File: src/hdl/lcd_bench_macros.svh
`ifndef LCD_BENCH_MACROS_SVH
`define LCD_BENCH_MACROS_SVH

// ******************************
// hd44780 nybble timing, in clk ticks
// ******************************

// rs and data settle before the rising edge of E (tAS)
`define LCD_TICKS_TAS       (3)

// E high width (PWeh)
`define LCD_TICKS_PWEH      (22)

// rising edge of E to the next rising edge (tcycE)
`define LCD_TICKS_TCYCE     (48)

// tick counter width, must hold tcycE - pweh
`define LCD_COUNT_BITS      (6)

// ******************************
// alive blinker
// ******************************

`define ALIVE_BITS          (10)    // small so a sim sees the LEDs move
`define PWM_BITS            (3)     // flags lit 1 clock in 2^PWM_BITS

`endif
File: src/hdl/lcd_bench_pkg.sv
`default_nettype none

`include "lcd_bench_macros.svh"

package lcd_bench_pkg;

    // ******************************
    // vector types
    // ******************************

    typedef logic [3:0] nybble_t;                           // one half of an lcd byte
    typedef logic [7:0] lcd_byte_t;                         // command or character
    typedef logic [`LCD_COUNT_BITS-1:0] tick_count_t;       // setup / enable / cycle timer

    // ******************************
    // sender state machines
    // ******************************

    typedef enum logic [1:0] {
        NYB_IDLE,       // waiting for a strobe
        NYB_SETUP,      // rs and data out, E low (tAS)
        NYB_ENABLE,     // E high (PWeh)
        NYB_HOLD        // E low again, rest of tcycE
    } nyb_state_t;

    typedef enum logic [2:0] {
        BYTE_IDLE,
        BYTE_HIGH,      // strobe high nybble
        BYTE_WAIT_HIGH,
        BYTE_LOW,       // strobe low nybble
        BYTE_WAIT_LOW
    } byte_state_t;

    // lcd pins, 4-bit bus; R/W is tied low on the board
    typedef struct packed {
        logic    rs;    // register select, 0 = command
        logic    e;     // enable strobe
        nybble_t data;  // DB7..DB4
    } lcd_pins_t;

endpackage

`default_nettype wire

File: src/hdl/lcd_bench_top.sv
`timescale 1ns/100ps
`default_nettype none

module lcd_bench_top
    import lcd_bench_pkg::*;
(
    input  wire            clk,
    input  wire            i_reset,
    input  wire            i_button,        // active high, undebounced
    input  wire            i_stb,           // host byte request
    input  wire            i_rs,
    input  wire lcd_byte_t i_byte,
    output logic           o_busy,
    output lcd_pins_t      o_lcd,
    output logic           o_logan_strobe,  // logic analyzer trigger, sticky
    output logic [2:0]     o_led_rgb,       // green, blue, red
    output logic [3:0]     o_led_ext        // active low
);

    logic armed;            // button seen since reset
    logic sender_reset;

    // ******************************
    // arm latch
    // ******************************
    // first press arms the bench and fires the analyzer trigger;
    // no debounce, later bounces change nothing

    always_ff @(posedge clk) begin
        if (i_reset) begin
            armed          <= 1'b0;
            o_logan_strobe <= 1'b0;
        end else if (i_button) begin
            armed          <= 1'b1;
            o_logan_strobe <= 1'b1;
        end
    end

    // lcd path held in reset until armed, so the analyzer catches it all
    assign sender_reset = i_reset | ~armed;

    lcd_byte_sender u_byte_sender (
        .clk     (clk),
        .i_reset (sender_reset),
        .i_stb   (i_stb),
        .i_rs    (i_rs),
        .i_byte  (i_byte),
        .o_busy  (o_busy),
        .o_lcd   (o_lcd)
    );

    alive_blinker u_alive_blinker (
        .clk       (clk),
        .i_reset   (i_reset),
        .i_armed   (armed),
        .o_led_rgb (o_led_rgb),
        .o_led_ext (o_led_ext)
    );

    // the trigger only drops through a real reset
    a_logan_sticky: assert property (
        @(posedge clk)
        $fell(o_logan_strobe) |-> $past(i_reset)
    ) else $error("logan strobe fell without reset");

endmodule

`default_nettype wire

File: src/hdl/alive_blinker.sv
`timescale 1ns/100ps
`default_nettype none

`include "lcd_bench_macros.svh"

module alive_blinker (
    input  wire        clk,
    input  wire        i_reset,
    input  wire        i_armed,         // external LEDs dark until armed
    output logic [2:0] o_led_rgb,       // bits 0..2 green, blue, red (active high)
    output logic [3:0] o_led_ext        // active low
);

    localparam int N = `ALIVE_BITS;

    // rgb flags keep blinking through reset
    logic [N-1:0]           alive_cnt = '0;
    logic [`PWM_BITS-1:0]   pwm_cnt   = '0;
    logic [2:0]             rgb_raw;            // undimmed blink pattern
    logic                   pwm_on;

    always_ff @(posedge clk) begin
        alive_cnt <= alive_cnt + 1'b1;
        pwm_cnt   <= pwm_cnt + 1'b1;
    end

    assign rgb_raw[0] = ~alive_cnt[N-1];    // green
    assign rgb_raw[1] =  alive_cnt[N-1];    // blue is the inverse of green
    assign rgb_raw[2] = ~alive_cnt[N-2];    // red at twice the rate
    assign pwm_on     = &pwm_cnt;           // one clock in 2^PWM_BITS

    // ******************************
    // dimmed rgb flags
    // ******************************

    always_ff @(posedge clk) begin
        o_led_rgb <= rgb_raw & {3{pwm_on}};
    end

    // ******************************
    // external LEDs
    // ******************************

    always_ff @(posedge clk) begin
        if (i_reset || !i_armed) begin
            o_led_ext <= 4'b1111;   // all off
        end else begin
            o_led_ext[0] <=  alive_cnt[N-2];
            o_led_ext[1] <= ~alive_cnt[N-3];
            o_led_ext[2] <=  alive_cnt[N-3];
            o_led_ext[3] <= ~alive_cnt[N-4];
        end
    end

    // dimming means a lit flag is always followed by a dark clock
    a_rgb_dimmed: assert property (
        @(posedge clk)
        (|o_led_rgb) |=> !(|o_led_rgb)
    ) else $error("rgb flag high on two consecutive clocks");

endmodule

`default_nettype wire

File: src/hdl/lcd_byte_sender.sv
`timescale 1ns/100ps
`default_nettype none

module lcd_byte_sender
    import lcd_bench_pkg::*;
(
    input  wire            clk,
    input  wire            i_reset,
    input  wire            i_stb,       // one clock wide and ignored while busy
    input  wire            i_rs,
    input  wire lcd_byte_t i_byte,
    output logic           o_busy,      // high across both nybbles
    output lcd_pins_t      o_lcd
);

    byte_state_t state;
    lcd_byte_t   byte_q;        // byte being sent
    logic        rs_q;
    logic        accept;
    logic        nyb_stb;       // to the nybble sender
    logic        nyb_busy;
    nybble_t     nyb_data;

    // busy drops together with the low nybble's busy
    assign o_busy = (state != BYTE_IDLE) && !((state == BYTE_WAIT_LOW) && !nyb_busy);
    assign accept = i_stb && !o_busy;

    // strobe only while the nybble sender is idle
    assign nyb_stb  = ((state == BYTE_HIGH) || (state == BYTE_LOW)) && !nyb_busy;
    assign nyb_data = (state == BYTE_LOW) ? byte_q[3:0] : byte_q[7:4];   // high nybble first

    // ******************************
    // request latch
    // ******************************

    always_ff @(posedge clk) begin
        if (accept) begin
            byte_q <= i_byte;
            rs_q   <= i_rs;     // same rs for both halves
        end
    end

    // ******************************
    // sequencing fsm
    // ******************************

    always_ff @(posedge clk) begin
        if (i_reset) begin
            state <= BYTE_IDLE;
        end else if (accept) begin
            state <= BYTE_HIGH;     // from idle or straight out of wait_low
        end else begin
            case (state)
                BYTE_IDLE:      state <= BYTE_IDLE;
                BYTE_HIGH:      if (!nyb_busy) state <= BYTE_WAIT_HIGH;  // strobe went out
                BYTE_WAIT_HIGH: if (!nyb_busy) state <= BYTE_LOW;        // high half done
                BYTE_LOW:       if (!nyb_busy) state <= BYTE_WAIT_LOW;
                BYTE_WAIT_LOW:  if (!nyb_busy) state <= BYTE_IDLE;
                default:        state <= BYTE_IDLE;
            endcase
        end
    end

    lcd_nybble_sender u_nybble_sender (
        .clk      (clk),
        .i_reset  (i_reset),
        .i_stb    (nyb_stb),
        .i_rs     (rs_q),
        .i_nybble (nyb_data),
        .o_busy   (nyb_busy),
        .o_lcd    (o_lcd)       // straight out to the pins
    );

    // a strobe state always finds the nybble sender idle and makes it busy next clock
    a_stb_taken: assert property (
        @(posedge clk) disable iff (i_reset)
        ((state == BYTE_HIGH) || (state == BYTE_LOW)) |-> !nyb_busy ##1 nyb_busy
    ) else $error("byte fsm reached a strobe state with the nybble sender busy");

endmodule

`default_nettype wire

File: src/hdl/lcd_nybble_sender.sv
`timescale 1ns/100ps
`default_nettype none

`include "lcd_bench_macros.svh"

module lcd_nybble_sender
    import lcd_bench_pkg::*;
(
    input  wire          clk,
    input  wire          i_reset,
    input  wire          i_stb,         // one clock, taken only while not busy
    input  wire          i_rs,
    input  wire nybble_t i_nybble,
    output logic         o_busy,
    output lcd_pins_t    o_lcd
);

    nyb_state_t  state;
    tick_count_t count;     // ticks left in the current phase, 0 = last tick
    logic        accept;

    assign accept = i_stb && !o_busy;   // strobes during busy are dropped

    // ******************************
    // timing fsm
    // ******************************
    // strobe at edge t0 -> rs/data at t0, E up at t0+tAS,
    // E down after pweh ticks, busy down tcycE after the rise of E

    always_ff @(posedge clk) begin
        if (i_reset) begin
            state  <= NYB_IDLE;
            count  <= '0;
            o_busy <= 1'b0;
            o_lcd  <= '0;       // E low, rs and data zero
        end else begin
            case (state)
                NYB_IDLE: begin
                    if (accept) begin
                        o_lcd.rs   <= i_rs;         // held until the next accepted strobe
                        o_lcd.data <= i_nybble;
                        count      <= tick_count_t'(`LCD_TICKS_TAS - 1);
                        o_busy     <= 1'b1;
                        state      <= NYB_SETUP;
                    end
                end

                NYB_SETUP: begin
                    if (count == '0) begin
                        o_lcd.e <= 1'b1;            // address setup done
                        count   <= tick_count_t'(`LCD_TICKS_PWEH - 1);
                        state   <= NYB_ENABLE;
                    end else begin
                        count <= count - 1'b1;
                    end
                end

                NYB_ENABLE: begin
                    if (count == '0) begin
                        o_lcd.e <= 1'b0;            // lcd latches data on this fall
                        // remainder of the enable cycle
                        count   <= tick_count_t'(`LCD_TICKS_TCYCE - `LCD_TICKS_PWEH - 1);
                        state   <= NYB_HOLD;
                    end else begin
                        count <= count - 1'b1;
                    end
                end

                NYB_HOLD: begin
                    if (count == '0) begin
                        o_busy <= 1'b0;             // next strobe may come now
                        state  <= NYB_IDLE;
                    end else begin
                        count <= count - 1'b1;
                    end
                end

                default: begin
                    o_lcd.e <= 1'b0;
                    o_busy  <= 1'b0;
                    state   <= NYB_IDLE;
                end
            endcase
        end
    end

    // ******************************
    // checks
    // ******************************

    // E must not be left high once the fsm has gone back to idle
    a_e_low_in_idle: assert property (
        @(posedge clk) disable iff (i_reset)
        (state == NYB_IDLE) |-> !o_lcd.e
    ) else $error("lcd E high while nybble sender idle");

    // rs and data frozen for the whole E pulse
    a_pins_stable_e: assert property (
        @(posedge clk) disable iff (i_reset)
        o_lcd.e |=> (!o_lcd.e || $stable({o_lcd.rs, o_lcd.data}))
    ) else $error("lcd rs/data changed while E high");

endmodule

`default_nettype wire

File: config.mk
export PLATFORM = sky130hd
export DESIGN_NAME = lcd_bench_top
export DESIGN_NICKNAME = d
export VERILOG_FILES = /design/src/hdl/lcd_bench_pkg.sv /design/src/hdl/lcd_bench_top.sv /design/src/hdl/alive_blinker.sv /design/src/hdl/lcd_byte_sender.sv /design/src/hdl/lcd_nybble_sender.sv
export VERILOG_INCLUDE_DIRS = /design/src /design/src/hdl
export SDC_FILE = /design/constraint.sdc
export NUM_CORES = 1
export LEC_CHECK = 0
export BUFFER_PORTS_ARGS = -buffer_cell sky130_fd_sc_hd__buf_2
export CORE_ASPECT_RATIO = 1.75
export CORE_MARGIN = 2
export CORE_UTILIZATION = 35
export DETAILED_ROUTE_END_ITERATION = 12
export HOLD_SLACK_MARGIN = 0.12
export PLACE_DENSITY = 0.63
export SLEW_MARGIN = 30
export SYNTH_ARGS = -nofsm -noshare
export SYNTH_HDL_FRONTEND = slang
export SYNTH_SLANG_ARGS = --single-unit
File: constraint.sdc
create_clock -name clk -period 1.9 [get_ports clk]
set_input_delay 0.095 -clock clk [delete_from_list [all_inputs] [get_ports clk]]
set_output_delay 0.095 -clock clk [all_outputs]
set_load 0.1 [all_outputs]
==> reports/results.ini <==
[status]
outcome=completed

[worst_setup_path]
critPathLaunchType=flop
crit_path_max_fanout=6
crit_family=simple AND/OR/NAND/NOR gates
reg2reg_slack_ps=210
cp.arrival_ps=1880
endpoint_kind=flop
r2r_end=u_byte_sender.u_nybble_sender.count[5]
reg2reg_from=u_byte_sender.u_nybble_sender.state[0]
worstPathCellList=inv_1 -> ha_1 -> nor3_2 -> nor2_1 -> a221oi_1 -> o21ai_1
critPathMaxStageDelay_ps=390
cp.buffers_inverters=1
critPathRequiredTime_ps=2080
cp_slowest_cell=dfxtp_1
reg2reg_depth=6
path_class=reg -> reg

[routing]
drt_iter0_markers=15
detailroute.via_count=1387
via_per_inst=4.99
drcViolationCount=0
drtPass1Iterations=4
wl_per_cell_um=12.9
drt-total-wl_mm=3.59
drtAntennaViolNets=0

[hold_path]
worstHoldStart=i_stb
hold-path-cell-count=5
holdPathEnd=u_byte_sender.state[0]
min_path_type=in -> reg

[yosys]
ys.flop_type=dfxtp_1
yosysWarningCount=0
synth-seq-area-share_pct=54.9
syn_nets=200
netlist_area_um2=1910
yosysTopAreaCell=dfxtp_1
yosys-top-cells-area=dfxtp_1 (41%), edfxtp_1 (14%), ha_1 (5.2%)
synth_top_cell_area_share_pct=40.8
synthArstFlopShare_pct=0
synth-seq-cells=48
synth_edf_count=9
synthCells=179
avgSynthCellArea_um2=10.7
ys_types=43

[global_routing]
grtUsageTotal_pct=13.2
grt.met2_usage_pct=23.8
grt_start_max_net_pins=16
grt_pass1_vias=1359
grt_pass1_wl_mm=5.93
met1_usage_pct=13.5
top_usage_layer=met2
antenna_found_initial=0
grt-ovfl-total=0
met3_usage_pct=3.04

[placed_design]
gp_congestion=0.860
dp_hpwl_mm=2.65
portBuffers=27
post_dp_cell_area_um2=2110

[timing]
tns_ps=0
worst_pin_slew_ps=493
fmax_ghz=0.591
min_period_over_period_pct=89.1
relSlewSlack_pct=67.4
setup_viol=0
slew_violations=0
rsz0062_at_grt=false
hold_viol=0
finClkSkew_ps=6.00
period_minus_slack_ps=1690

[clocking]
clock_sinks=48
postCtsSetupBuffers=0
cts_made_buffers=5
clk_latency_ps=290
clkSlewWorstSetupHoldPaths_ps=80
tritoncts=done
ctsLongestPathBuffers=2
cts_root_buffer=clkbuf_8
h-tree-depth=2

[final_layout]
drive_above_1_share_pct=18.8
area_growth_pct=22.0
final_common_cell=dfxtp_1
nets=243
diodes=0
design_area_um2=2340
final_cell_mix=dfxtp_1 (39), buf_2 (27), nor2_1 (14)

[pwr]
p_leak_nw=0.950
power.density_nw_per_um2=820
seqPwrFrac_pct=55.6
p_int_mw=1.50
max-vdd-ir-drop_uv=782
pwr-share-comb_pct=7.4
p_switching_mw=0.419
power_mw=1.91
p_clk_share_pct=36.9
switching_share_pct=21.9

[job]
maxCapViolCount=0

[die]
core_um2=5260
dieArea_um2=6100
ios=28
die_w_um=59.9
rows=35
die_h_um=102
start_util_pct=36.4

[layer usage]
layer  routed length [um]  up-vias
li1                     -      721
met1                 1390      639
met2                 2000       22
met3                  126        5
met4                   78        0
met5                    0        -
[how the worst max path moves through the flow]
stage,start,to,slack (ps),cells past startpoint
final,u_byte_sender.u_nybble_sender.state[0],u_byte_sender.u_nybble_sender.count[5],210,6
after global routing,u_byte_sender.u_nybble_sender.state[0],u_byte_sender.u_nybble_sender.count[5],40,6
after CTS,u_byte_sender.u_nybble_sender.count[1],u_byte_sender.u_nybble_sender.count[0],150,6
after detailed placement,u_byte_sender.u_nybble_sender.count[1],u_byte_sender.u_nybble_sender.count[0],170,6
after global placement,u_byte_sender.u_nybble_sender.count[0],u_byte_sender.u_nybble_sender.count[0],220,6
after floorplan,armed,u_byte_sender.u_nybble_sender.count[5],40,4
[layout make-up]
cell class	instances	area (um^2)
well taps	55	68.8
fillers	518	2920
inverters	11	41.3
multi-input cells	116	803
flip-flops and latches	48	1050
clock buffers	5	68.8
clock inverters	3	42.5
repair buffers	40	260
[worst min-delay path: stages]
cell	delay, ps
buf_2	110
nand2b_1	70
nand2_1	50
o2111ai_1	90
nor2_1	40
[cells by family after synthesis]
kind of cell    count (synthesis)  share of synthesized area (%)
flops                          48                           54.9
xor+xnor                        9                           4.12
compound gates                 34                           12.1
buf+inv                        15                           3.20
simple gates                   60                           17.8
mux                             5                           2.61
fa+ha+maj                       8                           5.23
[Yosys cell counts (all sizes together) (3+ instances only)]
cell    count
dfxtp      39
nor2       15
inv        11
nand2      11
a21oi       9
edfxtp      9
ha          8
xnor2       7
a211oi      6
nand2b      6
nand3       6
o21ai       6
mux2i       5
and2        3
and4        3
buf         3
nor2b       3
[flip-flops by register name, summed over array words and instances (netlist names)]
name / flops
u_byte_sender.u_nybble_sender.o_lcd: 6
u_byte_sender.u_nybble_sender.count: 6
u_byte_sender.u_nybble_sender.o_busy: 1
u_byte_sender.byte_q: 8
u_alive_blinker.o_led_ext: 4
u_alive_blinker.pwm_cnt: 3
u_alive_blinker.alive_cnt: 10
u_byte_sender.state: 3
armed: 1
u_byte_sender.rs_q: 1
u_byte_sender.u_nybble_sender.state: 2
u_alive_blinker.o_led_rgb: 3
[power by group through the flow]
| stage | Sequential [mW] | Clock [mW] | Combinational, mW |
|---|---|---|---|
| finish | 1.07 | 0.707 | 0.143 |
| global route | 1.07 | 0.774 | 0.154 |
| CTS | 1.07 | 0.743 | 0.143 |
| detailed placement | 1.09 | 0 | 0.125 |
| global placement | 1.09 | 0 | 0.124 |
| floorplan | 1.13 | 0 | 0.0541 |
[what timing repair did]
item / in CTS / in global routing
hold buffers: 11 / 0
endpoints found under the hold margin: 10 / 0
gates resized for setup: 0 / 1
setup endpoints to repair: 0 / 1
[per-stage QoR]
step	hold slack (ps)	setup WS (ps)	cells	utilization [%]
after floorplan	167	41.9	179	-
after global placement	272	225	259	40.2
after detailed placement	274	174	259	40.2
after CTS	193	154	278	44.4
after global routing	254	37.2	278	44.5
final	201	207	278	44.5
Power figures use the tool's default switching activity.
